**config.mk**
```make
export PLATFORM = sky130hd
export DESIGN_NAME = msi_pri_select
export DESIGN_NICKNAME = d
export VERILOG_FILES = /design/src/source/msi_pkg.sv /design/src/source/msi_pri_select.sv
export SDC_FILE = /design/constraint.sdc
export NUM_CORES = 1
export LEC_CHECK = 0
export BUFFER_PORTS_ARGS = -buffer_cell sky130_fd_sc_hd__buf_2
export CAP_MARGIN = 0
export CELL_PAD_IN_SITES_DETAIL_PLACEMENT = 1
export CELL_PAD_IN_SITES_GLOBAL_PLACEMENT = 1
export CORE_ASPECT_RATIO = 1.5
export CORE_UTILIZATION = 26
export CTS_CLUSTER_DIAMETER = 40
export DETAILED_ROUTE_END_ITERATION = 8
export PLACE_DENSITY_LB_ADDON = 0.1
export SYNTH_ARGS = -nofsm -noshare
export SYNTH_HDL_FRONTEND = slang
export SYNTH_SLANG_ARGS = --single-unit
```
**constraint.sdc**
```tcl
create_clock -name clk -period 3.3 [get_ports clk]
set_input_delay 0.66 -clock clk [delete_from_list [all_inputs] [get_ports clk]]
set_output_delay 0.66 -clock clk [all_outputs]
set_load 0.02 [all_outputs]
```
**src/source/msi_pkg.sv**
```systemverilog
package msi_pkg;

	// ==========================================================================
	// sizes
	// ==========================================================================
	localparam int NQUES = 7;                 // priority levels 1..7
	localparam int QDEPTH = 16;               // entries per level queue
	localparam int QPTR_W = $clog2(QDEPTH);   // queue pointer width
	localparam int NVEC = 512;                // vector table words

	// plain vector types
	typedef logic [2:0] pri_t;       // 0 = no priority
	typedef logic [8:0] vecno_t;
	typedef logic [30:0] handler_t;
	typedef logic [9:0] wb_adr_t;    // word address
	typedef logic [31:0] wb_dat_t;
	typedef logic [NQUES-1:0] qmask_t;  // bit 0 = level 1

	// interrupt message as it moves between stages
	typedef struct packed {
		pri_t pri;
		vecno_t vecno;
	} msi_msg_t;

	// one table word, enable in bit 31
	typedef struct packed {
		logic en;
		handler_t handler;
	} vec_entry_t;

	// ==========================================================================
	// register map (word addresses)
	// ==========================================================================
	localparam wb_adr_t REG_CTRL = 10'h000;    // bit 0 global enable
	localparam wb_adr_t REG_THRESH = 10'h001;  // bits 2..0
	localparam wb_adr_t REG_STATUS = 10'h002;  // bit 0 overflow, write 1 clears
	localparam wb_adr_t REG_EMPTY = 10'h003;   // queue empty mask, read only
	// 0x200..0x3ff is the vector table, adr[8:0] is the index

endpackage

```
**src/source/msi_pri_select.sv**
```systemverilog
`timescale 1ns/1ps

module msi_pri_select import msi_pkg::*; (
	input logic clk,
	input logic rst,
	input qmask_t empty_i,
	input msi_msg_t [NQUES-1:0] head_i,
	input logic global_en_i,
	input pri_t thresh_i,
	input logic busy_i,          // lookup cannot take the candidate
	output qmask_t pop_o,
	output logic cand_valid_o,
	output msi_msg_t cand_o
);

	qmask_t pick;       // one-hot, highest eligible level
	msi_msg_t pick_msg;
	logic found;
	logic free;         // candidate register empty or being taken
	logic load;

	// scan upward, the last hit is the highest level
	always_comb begin
		pick = '0;
		pick_msg = '0;
		found = 1'b0;
		for (int i = 0; i < NQUES; i++) begin
			if (!empty_i[i] && (pri_t'(i + 1) > thresh_i)) begin
				pick = '0;
				pick[i] = 1'b1;
				pick_msg = head_i[i];
				found = 1'b1;
			end
		end
	end

	assign free = !cand_valid_o || !busy_i;
	assign load = global_en_i && found && free;
	assign pop_o = load ? pick : '0;     // pop and load on the same edge

	always_ff @(posedge clk) begin
		if (rst)
			cand_valid_o <= 1'b0;
		else if (load)
			cand_valid_o <= 1'b1;
		else if (!busy_i)
			cand_valid_o <= 1'b0;          // taken, nothing new
	end

	always_ff @(posedge clk) begin
		if (load)
			cand_o <= pick_msg;
	end

endmodule

```
== Word-level counts from Yosys, hierarchy flattened ==
Index checks and enable logic that the tools add are counted.

* Output and inout port bits: 20
* Memories kept: 0
* RAM bits: 0
* Flip-flop bits (word level): 13
* Logic and storage cells: 54
* Latch bits: 0
* Bits in read-only memories: 0

* Div/mod/pow operators: 0
* Mux-type cells: 24
* Equality and inequality tests: 1
* Shift operators: 0
* $mul: 0
* Bitwise operators: 0
* Reduce and logical (&&, ||, !) cells: 19
* $lt $le $gt $ge: 7
* Add/subtract/negate cells: 0

{| class="wikitable"
|+ Operator list
! kind !! number
|-
| 12-bit 2-to-1 mux || 7
|-
| 7-bit 2-to-1 mux || 7
|-
| 3-bit greater-than comparator, first input constant || 4
|-
| 1-bit 2-to-1 mux || 10
|-
| 1-bit logical AND || 9
|-
| 1-bit logical NOT || 9
|-
| 2-bit by 3-bit greater-than comparator with 1-bit output, first input constant || 2
|-
| 1-bit by 3-bit greater-than comparator with 1-bit output, first input constant || 1
|-
| 2-bit by 1-bit != test with 1-bit output, second input constant || 1
|-
| 1-bit logical OR || 1
|}

== Longest topological paths before layout ==
* Word-level depth: 12
* Gate-level depth with buffers: 6
* Depth with buffers taken out: 4

== Worst setup path before layout ==
Ideal clock, no wire load.

* Kind: input-to-output
* Start point: in thresh_i[1]
* End point: out pop_o[1]
* Data arrival time: 2.055 ns
* Path buffers: 1
* Data required time: 2.640 ns
* Stages: 5
* Setup slack: 0.585 ns
* Cells stage by stage: buf_2 > nand2_2 > nand3_2 > a31o_2 > nor4_1

* Word-level cells in the longest chain between the ends: 12

{| class="wikitable"
|+ RTL lines
! element !! line !! text
|-
| start, declared || msi_pri_select.sv:9 || <nowiki>input pri_t thresh_i,</nowiki>
|-
| 1-bit by 3-bit greater-than comparator with 1-bit output || msi_pri_select.sv:28 || <nowiki>if (!empty_i[i] && (pri_t'(i + 1) > thresh_i)) begin</nowiki>
|-
| 1-bit logical AND || msi_pri_select.sv:28 ||
|-
| 1-bit 2-to-1 mux (7 in a row) || msi_pri_select.sv:28 ||
|-
| 1-bit logical AND (2 in a row) || msi_pri_select.sv:38 || <nowiki>assign load = global_en_i && found && free;</nowiki>
|-
| 7-bit 2-to-1 mux * || msi_pri_select.sv:39 || <nowiki>assign pop_o = load ? pick : '0;</nowiki>
|-
| end, declared || msi_pri_select.sv:11 || <nowiki>output qmask_t pop_o,</nowiki>
|}

Mark *: on every way between the ends. The rest lies on a longest branch, timed or not.

== Worst setup path in the final report ==
* Start point: in thresh_i[2]
* End point: out pop_o[2]

The elaborated chain is that of the path after synthesis.

==> metrics.cfg <==
[outcome]
status=complete, no violations

[timing]
finalSetupViolCount=0
whs_ns=0.494
tightest_slew_ns=0.725
setup_tns_ns=0
finalHoldViolCount=0
fmax_ghz=0.388
rsz0062_at_grt=false
slew_violations=0
finalClockSkew_ns=0.00749
period_share=0.781
period_needed_ns=2.58
slew_headroom=0.515

[power_and_ir_drop]
seqPwrFrac=0.348
p_sw_w=0.000198
intPower_w=0.000387
pwr-share-clk=0.255
power_w=0.000586
power_frac_comb=0.397
leakage_nw=1.03
powerDensity_mw_per_mm2=293
peakVddDrop_v=0.0000985
sw_frac_of_total=0.339

[synthesis]
yosysSeqAreaShare=0.290
avgSynthCellArea_um2=8.24
ys_ff_latch=13
synth_area_mm2=0.00131
syn_inst=159
synth_cell_types=34
synth_nets=257
yosysWarnings=0

[worst_setup_path]
crit_buf_inv=2
worst-r2r-setup-slack_ns=1.97
worst_path_most_repeated_cell=buf_2
reg2reg_from=cand_valid_o
r2r_end=cand_o[9]
start_kind=primary input
rr_worst_depth=4
cp.required_ns=2.64
critPathCaptureType=output pin
crit_family=compound AO/OA/AOI/OAI gates
worstPathMaxFanout=15
crit_arrival_ns=1.92
max_stage_delay_ns=0.29
cpMaxStageDelayCell=nor4_1
criticalPathCategory=in2out
path_cells=buf_2 -> o21ai_1 -> a21oi_1 -> a31o_2 -> nor4_1 -> buf_2

[placed_design]
dp_hpwl_um=4700
dp.cells=335
place_congestion=0.808
port_buffers=117

[clock_network]
cts_buffer_depth=2
clockRootBuffer=clkbuf_8
cts_buffers=3
cts_sinks=13
htree_num_levels=1
post_cts_buffers=0
cts_resized=0
clkTransAtPathRegs_ns=0.07
cts_tree=done
clk_latency_ns=0.25
postCtsHoldBufs=0

[cells_and_area]
diodes=0
multiInputGateArea_um2=838
nets=372
final_cells=339
syn2layout_area_growth_pct=52.6
drive_gt1_frac=0.513
ff_latch_area_um2=380
n_fill_cell=639

[die]
core-area_mm2=0.00485
die_x_um=60.0
start_util=0.270
ios=118
dieHeight_um=88.9
num_rows=31
dieArea_mm2=0.00533

[hold_path]
min_to=cand_valid_o
holdCritStartpoint=cand_valid_o
hp-class=reg2reg
holdPathStages=2

[routing]
drc=0
dr.pass1.iters=4
ant_nets=0
via_per_inst=5.32
drt-total-wl_um=5900
vias=1803
drt_first_iter_violations=69
wire_per_inst_um=17.4

[global_route]
track_usage=0.225
grt_pass1_wl_um=8690
grt-ovfl-total=0
grt_start_max_net_pins=18
first_global_vias=1813
antenna_found_initial=0

[flow_run]
maxCapViolCount=0

-- layer usage --
metal  wire length [um]  up-vias  global-route usage  part of all wire
li1                   -      872                   -                 -
met1               2140      833               0.231              0.36
met2               3270       86               0.447              0.55
met3                349       12              0.0275             0.059
met4                140        0              0.0825             0.024
met5                  0        -                   0                 0
-- tightest hold or removal path, stage by stage (launching register included) --
cell and delay [ns]:
dfxtp_1 0.31, nand2_1 0.08, a21oi_1 0.06
-- registers in the layout (all words and copies together) (netlist names) --
name	count
cand_o	12
cand_valid_o	1
-- metrics by stage --
step / setup WS (ns) / util / area [um2]
3_5_place_dp: 0.712 / 0.403 / 1950
2_1_floorplan: 0.585 / - / 1310
4_1_cts: 0.715 / 0.412 / 2000
3_3_place_gp: 0.775 / 0.403 / 1950
5_1_grt: 0.550 / 0.412 / 2000
6_report: 0.723 / 0.412 / 2000
-- placed cells by master (no fill, tap or decap) --
| master | instances |
|---|---|
| buf_2 | 117 |
| nor2_1 | 20 |
| a21oi_1 | 15 |
| a221o_1 | 12 |
| a31oi_1 | 12 |
| edfxtp_1 | 12 |
| and3_1 | 11 |
| a21o_1 | 11 |
| o221ai_1 | 11 |
| nand2_1 | 10 |
| buf_4 | 8 |
| nand3_1 | 5 |
| o21ai_1 | 3 |
| a31o_2 | 3 |
| clkbuf_8 | 3 |
| nor4_1 | 2 |
| o21ai_0 | 1 |
| nand2_2 | 1 |
| nand3_2 | 1 |
| inv_2 | 1 |
| nor2b_1 | 1 |
| a21oi_2 | 1 |
| and4bb_4 | 1 |
| a31oi_2 | 1 |
| nor3_2 | 1 |
| a211oi_2 | 1 |
| nor3b_2 | 1 |
| o2bb2ai_1 | 1 |
| o211ai_1 | 1 |
| o22ai_1 | 1 |
| nand4_1 | 1 |
| inv_1 | 1 |
| dfxtp_1 | 1 |
| clkbuf_1 | 1 |
-- cell type report --
class,count,area share
Sequential cell,13,0.190
Inverter,2,0.00375
Multi-Input combinational cell,129,0.419
Clock buffer,4,0.0225
Tap cell,66,0.0413
Timing Repair Buffer,125,0.323
-- synth_stat cells --
cell	n	share of area
nand3_1	5	0.019
o21ai_1	3	0.011
a21o_1	11	0.063
o22ai_1	1	0.0048
a21oi_1	15	0.057
nand2_2	1	0.0048
nand2_1	10	0.029
buf_6	2	0.017
nor3_2	1	0.0076
nand3_2	1	0.0076
a31o_2	3	0.020
a21oi_2	1	0.0067
dfxtp_1	1	0.015
o2bb2ai_1	1	0.0067
clkbuf_2	1	0.0038
nand4_1	1	0.0048
a31oi_1	12	0.057
a211oi_2	1	0.0095
nor3b_2	1	0.0095
and4bb_4	1	0.012
o211ai_1	1	0.0057
o221ai_1	11	0.074
edfxtp_1	12	0.28
a221o_1	12	0.092
buf_2	9	0.034
nor2b_1	1	0.0048
and3_1	11	0.053
o21ai_0	1	0.0038
nor2_1	20	0.057
inv_1	1	0.0029
a31oi_2	1	0.0095
inv_2	1	0.0029
nor4_1	2	0.0095
clkbuf_1	3	0.0086
-- cell families after synthesis --
| family | count (synthesis) | share of synthesized area |
|---|---|---|
| compound gates | 74 | 0.421 |
| buf+inv | 17 | 0.0697 |
| flops | 13 | 0.290 |
| simple gates | 55 | 0.219 |
-- power by group through the flow --
stage	Sequential (W)	Clock [W]	Combinational (W)
after floorplan	0.000228	0	0.000104
after global routing	0.000206	0.000158	0.000254
after global placement	0.000207	0	0.000233
after detailed placement	0.000208	0	0.000234
after CTS	0.000204	0.000154	0.000234
final	0.000204	0.000149	0.000232
-- worst max-delay path by stage --
stage | start | endpoint | depth (start not counted)
6_report | thresh_i[2] | pop_o[2] | 6
5_1_grt | thresh_i[2] | pop_o[2] | 6
4_1_cts | thresh_i[2] | pop_o[2] | 6
3_5_place_dp | thresh_i[2] | pop_o[2] | 6
3_3_place_gp | thresh_i[0] | pop_o[1] | 6
2_1_floorplan | thresh_i[1] | pop_o[1] | 5
No activity file was read; power rests on OpenSTA's default activity.
