[src/source/msi_pkg.sv]
package msi_pkg;

	// ==========================================================================
	// sizes
	// ==========================================================================
	localparam int NQUES = 7;                 // priority levels 1..7
	localparam int QDEPTH = 16;               // entries per level queue
	localparam int QPTR_W = $clog2(QDEPTH);   // queue pointer width
	localparam int NVEC = 512;                // vector table words

	// plain vector types
	typedef logic [2:0] pri_t;       // 0 = no priority
	typedef logic [8:0] vecno_t;
	typedef logic [30:0] handler_t;
	typedef logic [9:0] wb_adr_t;    // word address
	typedef logic [31:0] wb_dat_t;
	typedef logic [NQUES-1:0] qmask_t;  // bit 0 = level 1

	// interrupt message as it moves between stages
	typedef struct packed {
		pri_t pri;
		vecno_t vecno;
	} msi_msg_t;

	// one table word, enable in bit 31
	typedef struct packed {
		logic en;
		handler_t handler;
	} vec_entry_t;

	// ==========================================================================
	// register map (word addresses)
	// ==========================================================================
	localparam wb_adr_t REG_CTRL = 10'h000;    // bit 0 global enable
	localparam wb_adr_t REG_THRESH = 10'h001;  // bits 2..0
	localparam wb_adr_t REG_STATUS = 10'h002;  // bit 0 overflow, write 1 clears
	localparam wb_adr_t REG_EMPTY = 10'h003;   // queue empty mask, read only
	// 0x200..0x3ff is the vector table, adr[8:0] is the index

endpackage

[src/source/msi_queue_bank.sv]
`timescale 1ns/1ps

module msi_queue_bank import msi_pkg::*; (
	input logic clk,
	input logic rst,
	input qmask_t wr_i,
	input msi_msg_t msg_i,
	input qmask_t pop_i,
	output qmask_t empty_o,
	output msi_msg_t [NQUES-1:0] head_o,
	output logic overflow_o
);

	qmask_t drop;   // write hit a full queue

	// ==========================================================================
	// one circular buffer per level
	// ==========================================================================
	for (genvar q = 0; q < NQUES; q++) begin : g_que
		msi_msg_t mem [QDEPTH];
		logic [QPTR_W-1:0] rd_ptr;
		logic [QPTR_W-1:0] wr_ptr;
		logic [QPTR_W:0] count;     // 0..QDEPTH
		logic full;
		logic push;
		logic pop;

		assign full = (count == (QPTR_W + 1)'(QDEPTH));
		assign push = wr_i[q] && !full;         // full queue loses the write
		assign pop = pop_i[q] && !empty_o[q];   // never pop an empty queue
		assign drop[q] = wr_i[q] && full;
		assign empty_o[q] = (count == '0);
		assign head_o[q] = mem[rd_ptr];         // head always visible

		always_ff @(posedge clk) begin
			if (push)
				mem[wr_ptr] <= msg_i;
		end

		always_ff @(posedge clk) begin
			if (rst) begin
				rd_ptr <= '0;
				wr_ptr <= '0;
				count <= '0;
			end else begin
				if (push)
					wr_ptr <= wr_ptr + 1'b1;   // wraps at QDEPTH
				if (pop)
					rd_ptr <= rd_ptr + 1'b1;
				case ({push, pop})
					2'b10: count <= count + 1'b1;
					2'b01: count <= count - 1'b1;
					default: ;                  // both or neither, no change
				endcase
			end
		end
	end

	// single cycle pulse per lost message
	always_ff @(posedge clk) begin
		if (rst)
			overflow_o <= 1'b0;
		else
			overflow_o <= |drop;
	end

endmodule

[config.mk]
export PLATFORM = sky130hd
export DESIGN_NAME = msi_queue_bank
export DESIGN_NICKNAME = d
export VERILOG_FILES = /design/src/source/msi_pkg.sv /design/src/source/msi_queue_bank.sv
export SDC_FILE = /design/constraint.sdc
export NUM_CORES = 1
export LEC_CHECK = 0
export BUFFER_PORTS_ARGS = -buffer_cell sky130_fd_sc_hd__buf_2
export CORE_ASPECT_RATIO = 0.5
export CORE_UTILIZATION = 42
export DETAILED_ROUTE_END_ITERATION = 12
export SKIP_CTS_REPAIR_TIMING = 1
export SLEW_MARGIN = 10
export SYNTH_ARGS = -nofsm -noshare
export SYNTH_HDL_FRONTEND = slang
export SYNTH_SLANG_ARGS = --single-unit
[constraint.sdc]
create_clock -name clk -period 3.35 [get_ports clk]
set_clock_uncertainty 0.05 [all_clocks]
set_input_delay 0.335 -clock clk [delete_from_list [all_inputs] [get_ports clk]]
set_output_delay 0.335 -clock clk [all_outputs]
set_load 0.02 [all_outputs]
Yosys cells after proc, flatten, opt, wreduce, memory -nomap -nowiden
Memory sizes are Yosys's and may differ from the RTL's. A register that Yosys moved wholly into a read port is not among the register bits.
Index checks and enable logic that the tools add are counted.
- add/subtract/negate cells: 28
- equal/unequal tests: 21
- muxes and demuxes: 35
- reduce and logical (&&, ||, !) cells: 50
- operator list (operator ; count):
    case mux 5 bit (2 select lines) ; 7
    adder 4 x 1 -> 4 bit (second input constant) ; 14
    2-to-1 mux 4 bit ; 14
    adder 5 x 1 -> 5 bit (second input constant) ; 7
    == test 5 bit (second input constant) ; 7
    logical NOT 5 bit ; 7
    subtractor 5 x 1 -> 5 bit (second input constant) ; 7
    logical AND 1 bit ; 21
    == test 2 x 1 -> 1 bit (second input constant) ; 7
    == test 2 bit (second input constant) ; 7
    logical NOT 1 bit ; 14
    2-to-1 mux 1 bit ; 14
    nonzero test 2 bit ; 7
    OR reduction 7 bit ; 1
- register bits after elaboration: 92
- RAM bits: 1344
- output and inout port bits: 92
- logic and storage cells: 163
- memories: 7
- memory list (memory ; depth ; width ; read ports ; clocked after Yosys merged registers in ; wr ports ; RTL line ; source):
    g_que[0].mem ; 16 ; 12 ; 1 ; 1 ; 1 ; msi_queue_bank.sv:20 ; msi_msg_t mem [QDEPTH];
    g_que[1].mem ; 16 ; 12 ; 1 ; 1 ; 1 ; msi_queue_bank.sv:20 ;
    g_que[2].mem ; 16 ; 12 ; 1 ; 1 ; 1 ; msi_queue_bank.sv:20 ;
    g_que[3].mem ; 16 ; 12 ; 1 ; 1 ; 1 ; msi_queue_bank.sv:20 ;
    g_que[4].mem ; 16 ; 12 ; 1 ; 1 ; 1 ; msi_queue_bank.sv:20 ;
    g_que[5].mem ; 16 ; 12 ; 1 ; 1 ; 1 ; msi_queue_bank.sv:20 ;
    +1 memories ; -- ; -- ; -- ; -- ; -- ; -- ;

Depth between registers and ports, before layout
- depth in word-level cells: 5
- mapped depth: 13

Worst setup path before layout
Ideal clock, no wire load.
- path type: reg-to-reg
- start point: reg g_que[5].count[1]
- end point: reg g_que[5].count[4]
- library setup time: 0.123 ns
- data arrival time: 2.928 ns
- required time: 3.177 ns
- slack: 0.249 ns
- stages on the path, launching flop included: 12
- buffers on the path: 2
- clock period less this slack: 3.101 ns
- path through: dfxtp_1 > buf_2 > or4_1 > o21a_1 > ha_1 > clkbuf_1 > xor2_1 > ha_1 > a22o_1 > a21o_1 > a221oi_2 > mux2_1
- word-level cells in the longest chain between the ends: 5
- elaborated cells on any way between the ends: 12
- classes of those cells: 2 x add/sub; 3 x eq/ne; 1 x mux; 6 x reduce/logical
- RTL lines (item ; RTL line ; source):
    start: declaration ; msi_queue_bank.sv:23 ; logic [QPTR_W:0] count;
    start signal: assignment ; msi_queue_bank.sv:51 ; 2'b10: count <= count + 1'b1;
    start signal: assignment ; msi_queue_bank.sv:52 ; 2'b01: count <= count - 1'b1;
    logical NOT 5 bit (*) ; msi_queue_bank.sv:32 ; assign empty_o[q] = (count == '0);
    logical NOT 1 bit (*) ; msi_queue_bank.sv:30 ; assign pop = pop_i[q] && !empty_o[q];
    logical AND 1 bit (*) ; msi_queue_bank.sv:30 ;
    named net g_que[5].pop ; msi_queue_bank.sv:26 ; logic pop;
    == test 2 x 1 -> 1 bit or == test 2 bit (tied branches) ; msi_queue_bank.sv:50 ; case ({push, pop})
    case mux 5 bit (2 select lines) or nonzero test 2 bit (tied branches) ; -- ;
Mark *: on every way through the listed nets, which the timed path passes. The rest lies on a longest branch.
A chain may end at the register's enable or synchronous reset.

==> summary.md <==
| Metric | Value |
|---|---|
| CTS max path bufs | `3` |
| Final Instance Area | `about 65000 sq um` |
| CP cell instances | `buf_12 -> mux4_2 -> mux4_2 -> buf_2` |
| DR DRC count | `0` |
| Clock sink count | `1464` |
| Maxcap violations | `0` |
| Max-slew violations | `0` |
| CTS root buffer | `clkbuf_16` |
| Die width | `between 500 and 600 um` |
| Reg2reg end | `g_que[5].count[4]` |
| Largest net degree at the start of global routing | `around 110` |
| Commonest non-fill, non-tap cell in the layout | `edfxtp_1` |
| Synthesis-stage register bit count | `~1500` |
| CP max stage delay | `around 0.62 ns` |
| DP Area | `~60000 sq um` |
| Main flop type after synthesis | `edfxtp_1` |
| Routed vias/inst | `approximately 5.4` |
| Setup crit end kind | `output pin` |
| Fill cells | `10846` |
| Max FO, Critical Path | `48` |
| Worst path most repeated cell | `mux4_2` |
| Area Growth Syn to Fin | `14.3%` |
| Port bufs | `between 100 and 150` |
| Hold Path Class | `in2reg` |
| GPL Wtd Cong | `0.748` |
| Syn avg cell area | `21.2 sq um` |
| Placed Cells | `~4600` |
| Hold depth | `5` |
| First-pass GRT wire length | `approximately 180000 um` |
| Final count of hold timing violations | `1` |
| Routed Antenna Nets | `0` |
| Worst slack at placement | `about 0.19 ns` |
| Peak VDD IR | `481 uV` |
| Power per Cell Area | `692 nW/um^2` |
| TritonRoute pass-1 iters | `5` |
| Die Span Y | `~260 um` |
| Post-synth EDFFs | `between 1000 and 1500` |
| Hold Path End | `g_que[0].count[3]` |
| Fin Setup TNS | `0 ns` |
| # setup viols final | `0` |
| Critical path arrival | `roughly 2.8 ns` |
| FP Rows | `95` |
| Routed via count | `26635` |
| Hold Path Origin | `pop_i[0]` |
| Num CTS Buffers | `between 100 and 150` |
| Mapped cell area | `57100 sq um` |
| DR iter-0 viols | `about 2300` |
| Reg clk slew, reported paths | `about 0.060 ns` |
| WS Path Type | `reg2out` |
| R2r startpoint | `g_que[5].count[1]` |
| Synth async-reset ratio | `0%` |
| Full die area | `~140000 sq um` |
| Setup WS post-layout | `between 0.1 and 0.15 ns` |
| Syn. warnings | `0` |
| Htree depth | `4` |
| Initial Util | `a little over two fifths` |
| Status | `finished, violations left` |
| Core Area | `135000 sq um` |
| Worst r2r path cells | `9` |
| Detailed placement HPWL | `70100 um` |
| IO Pins | `120` |
| Layout Nets | `approximately 3000` |
| Crit path launch type | `register` |
| Leak Pwr | `roughly 21 nW` |
| Worst EP required | `just under 3 ns` |
| Share of post-route cells with drive strength above 1 | `a little under a third` |
| Syn_nets | `between 2000 and 3000` |
| Cells after Synth | `roughly 2700` |
| CTS tree | `yes` |
| Distinct cells, synth | `53` |
| Tightest Pin Transition | `roughly 1.2 ns` |
| Seq/Total Area, Yosys | `about three quarters` |
| Initial antenna violation count | `10` |
| Reg-to-reg setup timing slack | `about 0.28 ns` |
| Most frequent cells in the layout | `edfxtp_1, mux4_2, nor2_1` |
| Insertion delay to the later sink of the worst-skew pair | `0.75 ns` |
| Crit share post-route | `95.9%` |
| Largest delay share family, worst path | `multiplexers` |
| WL per Instance | `around 24 um` |
| Slew HR | `22.5%` |
| WP buf/inv | `2` |
| Final WL | `119000 um` |
| Final Non-Filler Cells | `4892` |
| Highest clock rate | `between 0.3 and 0.4 GHz` |
| Period minus WS final | `roughly 3.2 ns` |
| Hold slack | `-0.00609 ns` |
| Vias in the first global route | `between 20000 and 30000` |
| RSZ-0062 raised after global routing | `false` |
| GRT Overall Usage | `between 10% and 20%` |
| Overflow after GRT | `0` |
| Critical path's slowest cell | `mux4_2` |
| Failing checks | `negative hold slack` |
==> kinds of logic (layout without fill, tap and decap cells) <==
| logic type | Yosys count | in the layout | share of synthesized area (%) |
|---|---|---|---|
| AO/OA/AOI/OAI | 87 | 87 | 1.16 |
| AND/OR/NAND/NOR | 417 | 417 | 3.36 |
| flip-flops | 1464 | 1464 | 74.9 |
| other | 0 | 4 | 0 |
| XOR/XNOR | 68 | 68 | 1.04 |
| multiplexers | 438 | 438 | 16.9 |
| buffers and inverters | 164 | 566 | 1.47 |
| adder cells (fa/ha/maj) | 54 | 54 | 1.18 |
==> power by group <==
| part | internal (mW) | switching (mW) | total, mW | leakage, nW |
|---|---|---|---|---|
| logic | 4.22 | 4.73 | 8.95 | 5.48 |
| clock network | 8.32 | 6.51 | 14.8 | 2.05 |
| registers | 20.7 | 0.638 | 21.3 | 13.1 |
| total | 33.2 | 11.9 | 45.1 | 20.7 |
==> worst register-to-register path: cells and delay by family, from the launching register on <==
kind / cells / cell delay (ns)
compound gates: 4 / 0.96
simple gates: 1 / 0.56
fa+ha+maj: 2 / 0.50
flops: 1 / 0.39
mux: 1 / 0.34
xor+xnor: 1 / 0.17
==> registers in the layout (all words and copies together), names as in the netlist, named ones only <==
signal,cells
g_que.wr_ptr,28
g_que.mem,1344
g_que.rd_ptr,28
g_que.count,35
overflow_o,1
==> metal layers <==
layer  part of all wire, %  global-route usage (%)  wire [um]  vias to the layer above
met2                    50                    28.5      59300                      563
met1                    44                    24.7      53000                    14255
met5                 0.014                       0         17                        -
met3                   4.0                    2.63       4780                      145
li1                      -                       -          -                    11670
met4                   2.0                    4.88       2370                        2
==> area by class of cell <==
class	count	area (sq um)	area share (%)
tap	1794	2240	3.44
inverter	24	90.1	0.138
timing repair buffer	301	2310	3.54
clock inverter	54	468	0.717
multi-input combinational	1064	13600	20.8
sequential	1464	42800	65.6
antenna	4	10.0	0.0153
clock buffer	187	3750	5.75
==> per-stage QoR <==
stage / total power, mW / hold WS [ns] / util (%)
6_report: 45.1 / -0.00609 / 48.5
2_1_floorplan: 27.9 / 0.384 / -
5_1_grt: 46.9 / 0.00674 / 48.5
3_5_place_dp: 30.7 / 0.442 / 45.2
3_3_place_gp: 30.6 / 0.436 / 45.2
4_1_cts: 45.5 / -0.0656 / 48.3
==> how the worst max path moves through the flow <==
stage	end	slack, ns	cells past startpoint
2_1_floorplan	g_que[5].count[4]	0.25	11
3_3_place_gp	g_que[5].count[4]	0.30	9
3_5_place_dp	g_que[5].count[4]	0.19	9
4_1_cts	head_o[15]	-0.07	4
5_1_grt	head_o[59]	0.02	4
6_report	head_o[59]	0.14	4
==> synth_stat cells, types with 4 or more instances <==
library cell | count | area (sq um)
nand2_1 | 69 | 259
xor2_1 | 42 | 368
o2bb2ai_1 | 4 | 35.0
dfxtp_1 | 120 | 2400
nor4_1 | 7 | 43.8
xnor2_1 | 26 | 228
nand4_1 | 14 | 87.6
buf_1 | 16 | 60.1
mux2i_1 | 15 | 150
edfxtp_1 | 1344 | 40400
and3b_1 | 7 | 61.3
clkbuf_1 | 65 | 244
a31oi_1 | 7 | 43.8
mux4_2 | 420 | 9460
a211oi_1 | 4 | 30.0
o21a_1 | 18 | 135
buf_2 | 35 | 175
nand2b_1 | 18 | 113
inv_1 | 24 | 90.1
a21boi_2 | 7 | 78.8
nor2b_1 | 9 | 56.3
a21o_1 | 6 | 45.0
a21oi_1 | 12 | 60.1
nor3_1 | 48 | 240
or4_1 | 7 | 52.6
o211ai_1 | 8 | 60.1
and4b_1 | 4 | 40.0
nor2_1 | 215 | 807
or4b_1 | 4 | 40.0
o22ai_1 | 4 | 25.0
ha_1 | 54 | 676
buf_6 | 24 | 270
Note: power is estimated with default switching activity, not from simulation.
