===== config.mk =====
export PLATFORM = sky130hd
export DESIGN_NAME = msi_regs
export DESIGN_NICKNAME = d
export VERILOG_FILES = /design/src/source/msi_pkg.sv /design/src/source/msi_regs.sv
export SDC_FILE = /design/constraint.sdc
export NUM_CORES = 1
export LEC_CHECK = 0
export ABC_CLOCK_PERIOD_IN_PS = 2900
export BUFFER_PORTS_ARGS = -buffer_cell sky130_fd_sc_hd__buf_2
export CAP_MARGIN = 15
export CORE_ASPECT_RATIO = 0.9
export CORE_UTILIZATION = 36
export DETAILED_ROUTE_END_ITERATION = 10
export PLACE_DENSITY = 0.91
export SLEW_MARGIN = 10
export SYNTH_ARGS = -nofsm -noshare
export SYNTH_HDL_FRONTEND = slang
export SYNTH_SLANG_ARGS = --single-unit

===== constraint.sdc =====
create_clock -name clk -period 2.9 [get_ports clk]
set_input_delay 0.145 -clock clk [delete_from_list [all_inputs] [get_ports clk]]
set_output_delay 0.145 -clock clk [all_outputs]
set_load 0.02 [all_outputs]

===== src/source/msi_pkg.sv =====
package msi_pkg;

	// ==========================================================================
	// sizes
	// ==========================================================================
	localparam int NQUES = 7;                 // priority levels 1..7
	localparam int QDEPTH = 16;               // entries per level queue
	localparam int QPTR_W = $clog2(QDEPTH);   // queue pointer width
	localparam int NVEC = 512;                // vector table words

	// plain vector types
	typedef logic [2:0] pri_t;       // 0 = no priority
	typedef logic [8:0] vecno_t;
	typedef logic [30:0] handler_t;
	typedef logic [9:0] wb_adr_t;    // word address
	typedef logic [31:0] wb_dat_t;
	typedef logic [NQUES-1:0] qmask_t;  // bit 0 = level 1

	// interrupt message as it moves between stages
	typedef struct packed {
		pri_t pri;
		vecno_t vecno;
	} msi_msg_t;

	// one table word, enable in bit 31
	typedef struct packed {
		logic en;
		handler_t handler;
	} vec_entry_t;

	// ==========================================================================
	// register map (word addresses)
	// ==========================================================================
	localparam wb_adr_t REG_CTRL = 10'h000;    // bit 0 global enable
	localparam wb_adr_t REG_THRESH = 10'h001;  // bits 2..0
	localparam wb_adr_t REG_STATUS = 10'h002;  // bit 0 overflow, write 1 clears
	localparam wb_adr_t REG_EMPTY = 10'h003;   // queue empty mask, read only
	// 0x200..0x3ff is the vector table, adr[8:0] is the index

endpackage


===== src/source/msi_regs.sv =====
`timescale 1ns/1ps

module msi_regs import msi_pkg::*; (
	input logic clk,
	input logic rst,
	// wishbone classic slave
	input logic wb_cyc_i,
	input logic wb_stb_i,
	input logic wb_we_i,
	input wb_adr_t wb_adr_i,
	input wb_dat_t wb_dat_i,
	input logic [3:0] wb_sel_i,
	output logic wb_ack_o,
	output wb_dat_t wb_dat_o,
	// status in
	input logic overflow_i,
	input qmask_t empty_i,
	// control out
	output logic global_en_o,
	output pri_t thresh_o,
	output logic tbl_we_o,
	output vecno_t tbl_idx_o,
	output vec_entry_t tbl_dat_o
);

	logic req;      // new cycle, ack not yet given
	logic wr;       // full-word write, lands on the ack edge
	logic reg_wr;   // write to the register page
	logic ovf;      // sticky overflow

	assign req = wb_cyc_i && wb_stb_i && !wb_ack_o;
	assign wr = req && wb_we_i && (&wb_sel_i);
	assign reg_wr = wr && !wb_adr_i[9];

	// ==========================================================================
	// bus handshake and read mux
	// ==========================================================================
	always_ff @(posedge clk) begin
		if (rst)
			wb_ack_o <= 1'b0;
		else
			wb_ack_o <= req;    // exactly one cycle per request
	end

	always_ff @(posedge clk) begin
		if (req) begin
			case (wb_adr_i)
				REG_CTRL: wb_dat_o <= wb_dat_t'(global_en_o);
				REG_THRESH: wb_dat_o <= wb_dat_t'(thresh_o);
				REG_STATUS: wb_dat_o <= wb_dat_t'(ovf);
				REG_EMPTY: wb_dat_o <= wb_dat_t'(empty_i);
				default: wb_dat_o <= '0;    // table is write only
			endcase
		end
	end

	// ==========================================================================
	// control and status registers
	// ==========================================================================
	always_ff @(posedge clk) begin
		if (rst) begin
			global_en_o <= 1'b0;
			thresh_o <= '0;
			ovf <= 1'b0;
		end else begin
			if (reg_wr && wb_adr_i == REG_CTRL)
				global_en_o <= wb_dat_i[0];
			if (reg_wr && wb_adr_i == REG_THRESH)
				thresh_o <= wb_dat_i[2:0];
			if (reg_wr && wb_adr_i == REG_STATUS && wb_dat_i[0])
				ovf <= 1'b0;          // write 1 to clear
			if (overflow_i)
				ovf <= 1'b1;          // new overflow wins over a clear
		end
	end

	// table port, written by lookup on the same edge as ack
	assign tbl_we_o = wr && wb_adr_i[9];
	assign tbl_idx_o = wb_adr_i[8:0];
	assign tbl_dat_o = vec_entry_t'(wb_dat_i);

endmodule


# Word level (Yosys, flattened, before mapping)
# Cells that the tools add are included.
[op_classes] n_reduce_logical=15 n_eq_ne=3 n_mux=3
[ops] op="$pmux 7 s4" count=1
[ops] op="$eq 10x2->1 const B" count=2
[ops] op="$eq 10x1->1 const B" count=1
[ops] op="$logic_and 1x1->1" count=10
[ops] op="$logic_not 10->1" count=1
[ops] op="$reduce_and 4->1" count=1
[ops] op="$logic_not 1->1" count=2
[ops] op="$mux 1" count=2
[ops] op="$reduce_bool 2->1" count=1
[totals] ff_bits=38 in_bits=59 wordCells=26 out_inout_bits=79

# Longest topological paths before layout
# Gate-level depths: netlist of run 1.
[logic_depth] word_depth=9 mapped_depth=5 depth_no_buf=4

# Worst setup path after synthesis of run 1
# No wires, ideal clock.
[synth_path] path_type="register -> register" start="reg wb_ack_o" end="reg ovf" setup_slack_ns=1.482 required_time_ns=2.776 arrival_ns=1.294 stages_incl_launch_ff=5 synth_period_minus_slack_ns=1.418 setup_time_ns=0.124 path_cell_list="dfxtp_1 -> nand3b_4 -> or3_4 -> o41ai_2 -> a21oi_1"
[synth_between] elab_chain_len=8
[synth_lines] element="start: declaration" line_no="msi_regs.sv:13" source="output logic wb_ack_o,"
[synth_lines] element="start signal: assignment" line_no="msi_regs.sv:42" source="wb_ack_o <= req;"
[synth_lines] element="$logic_not 1->1" line_no="msi_regs.sv:31" source="assign req = wb_cyc_i && wb_stb_i && !wb_ack_o;"
[synth_lines] element="$logic_and 1x1->1" line_no="msi_regs.sv:31"
[synth_lines] element="$logic_and 1x1->1 (2 in series)" line_no="msi_regs.sv:32" source="assign wr = req && wb_we_i && (&wb_sel_i);"
[synth_lines] element="$logic_and 1x1->1" line_no="msi_regs.sv:33" source="assign reg_wr = wr && !wb_adr_i[9];"
[synth_lines] element="$logic_and 1x1->1 (2 in series)" line_no="msi_regs.sv:70" source="if (reg_wr && wb_adr_i == REG_STATUS && wb_dat_i[0])"
[synth_lines] element="$reduce_bool 2->1 (no line)"
[synth_lines] element="end signal: assignment" line_no="msi_regs.sv:64" source="ovf <= 1'b0;"
[synth_lines] element="end signal: assignment" line_no="msi_regs.sv:71" source="ovf <= 1'b0;"
[synth_lines] element="end signal: assignment" line_no="msi_regs.sv:73" source="ovf <= 1'b1;"
[synth_lines] element="end: declaration" line_no="msi_regs.sv:29" source="logic ovf;"
# Every way passes these cells.
# A chain may end at the register's enable or synchronous reset.

# Final worst setup path of run 1
[layout_path] start="reg wb_ack_o" end="out tbl_we_o"
[layout_between] elab_chain_len=5
[layout_lines] element="$logic_not 1->1" line_no="msi_regs.sv:31"
[layout_lines] element="$logic_and 1x1->1" line_no="msi_regs.sv:31"
[layout_lines] element="$logic_and 1x1->1 (2 in series)" line_no="msi_regs.sv:32"
[layout_lines] element="$logic_and 1x1->1" line_no="msi_regs.sv:78" source="assign tbl_we_o = wr && wb_adr_i[9];"
[layout_lines] element="end: declaration" line_no="msi_regs.sv:21" source="output logic tbl_we_o,"
# Every way passes these cells.

==> results of run 1 <==
-- path summary, 6_finish.rpt --
check / start / endpoint / slack, ns / cells after the start
worst max-delay path: wb_ack_o / tbl_we_o / 1.30 / 4
worst min-delay path: overflow_i / ovf / 0.09 / 3
worst max register to register: wb_ack_o / ovf / 1.52 / 4
worst min register to register: ovf / ovf / 0.46 / 2
-- layer usage --
| metal | up-vias | track usage, % | wire (microns) |
|---|---|---|---|
| met5 | - | 0 | 0 |
| met4 | 0 | 6.98 | 66 |
| met2 | 53 | 19.5 | 979 |
| met1 | 343 | 11.4 | 734 |
| li1 | 350 | - | - |
| met3 | 13 | 4.65 | 194 |
-- cells in the mapped netlist, drive strengths merged --
cell type / instances / area share (%)
and3: 6 / 3.2
dfxtp: 6 / 10
nor4: 4 / 4.5
o41ai: 1 / 1.4
nor2: 4 / 1.3
clkbuf: 1 / 1.2
buf: 67 / 43
nand3: 5 / 2.2
mux2i: 3 / 2.6
or3: 1 / 0.97
conb: 1 / 0.32
a21oi: 4 / 1.7
inv: 3 / 0.97
nand2b: 2 / 1.1
edfxtp: 7 / 18
nand3b: 1 / 1.7
nand2: 3 / 0.97
or4: 1 / 0.97
o21ai: 3 / 1.3
mux4: 1 / 1.9
-- final cells by class --
cell class	instances	share of cell area [%]
clock buffers	4	2.42
multi-input cells	64	36.3
well taps	42	4.84
inverters	3	1.04
repair buffers	54	24.9
flip-flops and latches	13	30.4
-- metrics by stage --
step | cell area (sq um) | setup WS, ns | cells | power [mW] | hold slack [ns]
floorplan | 1250 | 1.48 | 148 | 0.364 | 0.214
global placement | 1060 | 1.56 | 176 | 0.307 | 0.290
detailed placement | 1060 | 1.53 | 176 | 0.309 | 0.290
CTS | 1080 | 1.30 | 180 | 0.416 | 0.105
global route | 1080 | 1.24 | 180 | 0.434 | 0.101
finish | 1080 | 1.30 | 180 | 0.416 | 0.0947
-- cell families after synthesis --
group | after synthesis | synth area share, %
buffers and inverters | 71 | 45.4
other | 1 | 0.323
DFF | 13 | 28.4
and+or+nand+nor | 27 | 16.9
AOI/OAI and AO/OA | 8 | 4.41
muxes | 4 | 4.52
-- registers in the layout, indices dropped and copies added (netlist names) --
| name | flops |
|---|---|
| ovf | 1 |
| wb_ack_o | 1 |
| wb_dat_o | 7 |
| thresh_o | 3 |
| global_en_o | 1 |
-- power breakdown --
group	leakage [nW]	total, mW	internal, mW	switching [mW]
Combinational	0.424	0.103	0.0306	0.0729
Clock	0.0150	0.112	0.0534	0.0588
Sequential	0.112	0.200	0.199	0.00172
Total	0.551	0.416	0.283	0.133
-- worst max-delay path, cell delays in order (launching register included) --
cell and delay [ns]:
dfxtp_1 0.31, nand3b_4 0.17, or3_4 0.41, nor2_1 0.11
buf_2 0.17
==> results.ini, run 1 <==
[global_route]
grt_max_degree=13
grt_pass1_vias=646
antenna_found_initial=0
track_usage_pct=11.6
grt_pass1_wl_microns=2890
grt_overflow_total=0

[power]
leakagePower_nw=0.551
ir_worst_vdd_v=0.000121
power.density_nw_per_um2=384

[critical_path]
endpoint_kind=output port
crit_type=flip-flop to output port
worstPathArrival_ns=1.46
path_max_fanout=5
critPathRequiredTime_ns=2.76
start_kind=flip-flop

[status]
status=finished, final reports clean

[cts]
clkSinkCount=13
cts_tree=built
htree_levels=1
clkLatencyLatePin_ns=0.28
cts_inserted_buffers=3
ctsLongestPathBuffers=2
ctsRootBufferMaster=clkbuf_4
clk_pin_slew_ns=0.08
hold_buffers=0
cts_setup_buffers=0
post_cts_resize_count=0

[layout]
multiInputGateArea_sq_um=394
seqCellArea_sq_um=330
drive_gt1_share_pct=47.1
final_util_pct=35.4
antennaDiodeCount=0
layout_common_cells=buf_2, conb_1, edfxtp_1
area_growth_pct=-6.67
final_common_cell=buf_2
fill_cells=313
nets=198

[route]
drc=0
wl_per_cell_microns=11.0
drtAntennaViolNets=0
vias=759
drt_iter0_markers=41
viasPerCell=4.22
drt-total-wl_microns=1970
dr.pass1.iters=4

[floorplanning]
fp.dieH_microns=55.9
die_w_microns=61.9
start_util_pct=37.9
coreArea_sq_um=3070
io_pins=138
die-area_sq_um=3460
rows=19

[logic_synthesis]
synthCells=124
ys_types=22
yosysSeqAreaShare_pct=28.4
ys_warn_count=0
syn-cell-area_sq_um=1160
syn_avg_cell_area_sq_um=9.37
synth_seq_cells=13

[sta]
skew_ns=0.00100
fmax_mhz=623
setup_viol=0
finalCritPeriodShare_pct=55.3
finalCriticalPeriod_ns=1.60
hold_viol=0
rsz0062_at_grt=false
drv_slew=0
setup_tns_ns=0

[placement]
hpwl_microns=1700
port-buffer-count=54
routabilityCongestion=0.745

[min_path]
hold_path_class=input pin to flip-flop

[job]
drv_cap=0

No activity file was read; power rests on OpenSTA's default activity.
==> run 2, diff against run 1 <==
--- a/config.mk
+++ b/config.mk
@@ -5,13 +5,14 @@
 export SDC_FILE = /design/constraint.sdc
 export NUM_CORES = 1
 export LEC_CHECK = 0
-export ABC_CLOCK_PERIOD_IN_PS = 2900
+export ABC_AREA = 1
+export ABC_CLOCK_PERIOD_IN_PS = 1520
 export BUFFER_PORTS_ARGS = -buffer_cell sky130_fd_sc_hd__buf_2
 export CAP_MARGIN = 15
 export CORE_ASPECT_RATIO = 0.9
-export CORE_UTILIZATION = 36
+export CORE_UTILIZATION = 33
 export DETAILED_ROUTE_END_ITERATION = 10
-export PLACE_DENSITY = 0.91
+export PLACE_DENSITY = 0.84
 export SLEW_MARGIN = 10
 export SYNTH_ARGS = -nofsm -noshare
 export SYNTH_HDL_FRONTEND = slang
==> constraint.sdc (replaced) <==
create_clock -name clk -period 1.52 [get_ports clk]
set_input_delay 0.076 -clock clk [delete_from_list [all_inputs] [get_ports clk]]
set_output_delay 0.076 -clock clk [all_outputs]
set_load 0.02 [all_outputs]
==> run 2 against run 1 <==
  * Hold slack worse by 0.072 ns
  * Clock-buffer cell count unchanged
  * Worst setup slack worse by 1.1 ns
  * Clock skew up 0.0038 ns
  * Utilization down 1.5 points
  * Die area up 9.1%
  * Register-to-register slack worse by 1.1 ns
  * Non-clock buffer count up 1
  * Total power up 110%
  * Largest cell class unchanged
==> results.ini, run 2 <==
[min_path]
holdPathStages=2
hold_end=ovf
min_from=rst
hold_path_class=input pin to flip-flop

[sta]
drv_slew=0
finalCriticalPeriod_ns=1.32
finalCritPeriodShare_pct=86.9
skew_ns=0.00476
fin_ws_ns=0.199
fmax_mhz=757
setup_viol=0
setup_tns_ns=0
hold_viol=0
rsz0062_at_grt=false

[layout]
stdcell_count=206
stdcell_area_sq_um=1140
largest_register_ffs=7
layout_common_cells=buf_2, conb_1, nor2_1
final_common_cell=buf_2
area_growth_pct=-1.82
reg.largest.list=wb_dat_o: 7 flops, thresh_o: 3 flops
regMostFlops=wb_dat_o
nets=222
antennaDiodeCount=0
drive_gt1_share_pct=40.7

[critical_path]
crit_type=flip-flop to output port
critPathTopFamily=simple AND/OR/NAND/NOR gates
start_kind=flip-flop
rrSetupSlack_ns=0.42
r2r_start=wb_ack_o
path_max_fanout=3
worst_path_largest_cell_delay_ns=0.30
worstPathArrival_ns=1.25
endpoint_kind=output port
cp_slowest_cell=dfxtp_1
cp.depth=4
worstPathCellList=nor2_1 > inv_1 > nor4_2 > buf_2
critPathBufInv=2
r2r_cells=4
reg2reg_to=global_en_o
critPathRequiredTime_ns=1.44

[floorplanning]
start_util_pct=34.5
die_w_microns=64.7
die-area_sq_um=3780
fp.dieH_microns=58.4
coreArea_sq_um=3380
rows=20
io_pins=138

[route]
vias=803
wl_per_cell_microns=9.18
dr.pass1.iters=4
viasPerCell=3.90
drt_iter0_markers=33
drt-total-wl_microns=1890
drc=0
drtAntennaViolNets=0

[placement]
routabilityCongestion=0.751
dpl-instance-area_sq_um=1100
place_worst_setup_slack_ns=0.382
dp.cells=202
hpwl_microns=1580
port-buffer-count=54

[power]
leakagePower_nw=0.608
power.density_nw_per_um2=771
power_mw=0.883
ir_worst_vdd_v=0.000221

[logic_synthesis]
syn_avg_cell_area_sq_um=8.04
synth_seq_cells=13
syn-cell-area_sq_um=1170
synthCells=145
synth_top_area_cell=buf_4
async_flop_share_pct=0
ys.flop_type=edfxtp_1
ys_warn_count=0
ys_types=21
synth_edf_count=7
synth.most_common_cell=buf_4
yosysSeqAreaShare_pct=28.3
netlist.area_leader.share_pct=42.5
synth_area_leaders=buf_4, edfxtp_1, dfxtp_1
synth_common_cells=buf_4, nor2_1, inv_1

[cts]
clkLatencyLatePin_ns=0.24
post_cts_resize_count=0
htree_levels=1
cts_setup_buffers=0
clk_pin_slew_ns=0.05
cts_inserted_buffers=3
cts_tree=built
ctsLongestPathBuffers=2
hold_buffers=0
clkSinkCount=13
ctsRootBufferMaster=clkbuf_8

[global_route]
antenna_found_initial=0
track_usage_pct=9.83
grt_max_degree=9
grt_pass1_wl_microns=2840
grt_pass1_vias=669
grt_overflow_total=0

[status]
status=finished, final reports clean

[job]
drv_cap=0

-- run 2: cell count changes in the layout (fill, tap and decap cells not counted), sizes merged, moves of 2 or more --
| cell | before | now |
|---|---|---|
| nor3 | 0 | 4 |
| nor4 | 4 | 1 |
| nand3 | 5 | 11 |
| mux2i | 3 | 0 |
| and3 | 6 | 0 |
| nor2 | 4 | 20 |
| a21oi | 4 | 1 |
| inv | 3 | 11 |
| nand2b | 2 | 0 |
| nand2 | 3 | 10 |
-- run 2: how the worst max path moves through the flow --
stage                            from        to  slack (ns)
final                        wb_ack_o  tbl_we_o        0.20
after global routing         wb_ack_o  tbl_we_o        0.11
after CTS                    wb_ack_o  tbl_we_o        0.19
after detailed placement  wb_adr_i[7]       ovf        0.38
after global placement    wb_adr_i[7]       ovf        0.39
after floorplan              wb_ack_o  tbl_we_o        0.03
-- run 2: report_power, final --
| group | switching (mW) | leakage [nW] | internal, mW |
|---|---|---|---|
| clock network | 0.119 | 0.0228 | 0.185 |
| registers | 0.00298 | 0.112 | 0.380 |
| logic | 0.140 | 0.473 | 0.0564 |
-- run 2: cells by family (layout without fill, tap and decap cells) --
| family | Yosys count | count (layout) | share of synthesized area, % |
|---|---|---|---|
| compound gates | 6 | 6 | 2.79 |
| buf+inv | 77 | 70 | 46.0 |
| flops | 13 | 13 | 28.3 |
| simple gates | 48 | 48 | 22.5 |
| other cells | 1 | 25 | 0.322 |
-- run 2: per-stage QoR --
| stage | util (%) | hold slack (ns) |
|---|---|---|
| 6_report | 33.9 | 0.0229 |
| 5_1_grt | 33.9 | 0.0414 |
| 4_1_cts | 33.9 | 0.0215 |
| 3_5_place_dp | 32.6 | 0.152 |
| 3_3_place_gp | 32.6 | 0.152 |
| 2_1_floorplan | - | 0.145 |
-- run 2: final cells by class --
| cell class | count | area [sq um] |
|---|---|---|
| fillers | 383 | 2230 |
| clock buffers | 4 | 45.0 |
| well taps | 44 | 55.1 |
| inverters | 11 | 41.3 |
| repair buffers | 55 | 278 |
| flip-flops and latches | 13 | 330 |
| multi-input cells | 79 | 395 |
-- run 2: worst register-to-register path: cells and delay by family (launching register included) --
| family | cells | cell delay, ns |
|---|---|---|
| simple gates | 4 | 0.68 |
| flops | 1 | 0.30 |
-- run 2: routing by layer --
layer  part of all wire (%)  global-route usage [%]  vias to the layer above
li1                       -                       -                      405
met1                     37                    10.1                      339
met2                     52                    17.3                       51
met3                    8.8                    2.71                        8
met4                    2.2                    7.30                        0
met5                      0                       0                        -
==> run 3, diff against run 2 <==
--- a/config.mk
+++ b/config.mk
@@ -13,6 +13,7 @@
 export CORE_UTILIZATION = 33
 export DETAILED_ROUTE_END_ITERATION = 10
 export PLACE_DENSITY = 0.84
+export REMOVE_ABC_BUFFERS = 1
 export SLEW_MARGIN = 10
 export SYNTH_ARGS = -nofsm -noshare
 export SYNTH_HDL_FRONTEND = slang
==> run 3 against run 2 <==
  * Via count is 5.6% higher
  * Clock-buffer cell count stayed put
  * Global-route usage is 5.9 points higher
  * Total power is 0.27% lower
  * Clock skew hardly changed
  * Critical endpoint unchanged
  * Highest routed layer unchanged
==> results.ini, run 3 (same netlist as run 2, synthesis figures left out) <==
[job]
drv_cap=0

[sta]
drv_slew=0
skew_ns=0.00435
finalCritPeriodShare_pct=84.2
finalCriticalPeriod_ns=1.28
hold_viol=0
setup_viol=0
setup_tns_ns=0
fmax_mhz=782
rsz0062_at_grt=false

[floorplanning]
rows=20
coreArea_sq_um=3380
fp.dieH_microns=58.4
die_w_microns=64.7
start_util_pct=34.5
die-area_sq_um=3780
io_pins=138

[critical_path]
worstPathArrival_ns=1.20
endpoint_kind=output port
critPathRequiredTime_ns=1.44
start_kind=flip-flop
crit_type=flip-flop to output port
r2r_cells=4
rrSetupSlack_ns=0.46
path_max_fanout=3

[layout]
seqCellArea_sq_um=330
multiInputGateArea_sq_um=392
antennaDiodeCount=0
final_util_pct=33.8
fill_cells=376
layout_common_cells=buf_2, conb_1, nor2_1
drive_gt1_share_pct=40.7
largest_register_ffs=7
nets=222
reg.largest.list=wb_dat_o: 7 flops, thresh_o: 3 flops
regMostFlops=wb_dat_o
area_growth_pct=-2.15
final_common_cell=buf_2

[power]
power.density_nw_per_um2=772
ir_worst_vdd_v=0.000329
leakagePower_nw=0.607

[global_route]
grt_overflow_total=0
grt_pass1_vias=690
antenna_found_initial=0
track_usage_pct=15.8
grt_pass1_wl_microns=4050
grt_max_degree=9

[route]
drc=0
wl_met2_microns=1010
dr.pass1.iters=4
wl_met1_microns=1030
drt-total-wl_microns=2840
top_layer=met4
wl_per_cell_microns=13.8
vias=848
viasPerCell=4.12
met3_length_microns=786
drtAntennaViolNets=0
drt_iter0_markers=11

[cts]
cts_inserted_buffers=3
ctsRootBufferMaster=clkbuf_8
clkSinkCount=13
ctsLongestPathBuffers=2
clk_pin_slew_ns=0.05
hold_buffers=0
cts_tree=built
clkLatencyLatePin_ns=0.24
htree_levels=1

[min_path]
hold_path_class=input pin to flip-flop
holdPathStages=2

[placement]
port-buffer-count=54
hpwl_microns=2510
routabilityCongestion=0.718

[status]
status=finished, final reports clean

run 3: cell counts in the layout (fill, tap and decap cells not counted):
No cell type changed its count.
run 3: report_power, final:
group | total, mW | internal, mW | switching [mW]
Combinational | 0.194 | 0.0565 | 0.138
Clock | 0.303 | 0.185 | 0.118
Sequential | 0.384 | 0.380 | 0.00339
Total | 0.881 | 0.622 | 0.259
run 3: worst paths after layout:
check,startpoint,to
max,wb_ack_o,tbl_we_o
min,rst,ovf
max reg2reg,wb_ack_o,thresh_o[2]
min reg2reg,thresh_o[2],thresh_o[2]
run 3: worst max-delay path: stages, from the launching register on:
cell and delay, ns:
dfxtp_1 0.31, nor2_2 0.21, inv_1 0.09, nor4_1 0.15
buf_2 0.20
run 3: layer usage:
layer | vias up | track usage, %
li1 | 397 | -
met1 | 355 | 16.6
met2 | 93 | 18.0
met3 | 3 | 21.5
met4 | 0 | 2.86
met5 | - | 0
run 3: area by class of cell:
type	count	area share, %
sequential	13	28.9
multi-input combinational	79	34.3
tap	44	4.82
clock buffer	4	3.95
inverter	11	3.62
timing repair buffer	55	24.3
run 3: timing repair:
action	CTS	global route
endpoints found under the setup margin	0	1
setup buffers	0	0
gates resized for setup	0	1
run 3: stage by stage:
stage | setup WS (ns) | instance area, sq um | cells | hold WS, ns | power [mW]
after floorplan | -0.190 | 761 | 103 | 0.145 | 0.489
after global placement | 0.383 | 1090 | 202 | 0.152 | 0.583
after detailed placement | 0.344 | 1090 | 202 | 0.152 | 0.585
after CTS | 0.109 | 1140 | 206 | 0.0218 | 0.890
after global routing | 0.0833 | 1140 | 206 | 0.0305 | 0.927
final | 0.241 | 1140 | 206 | 0.0246 | 0.881
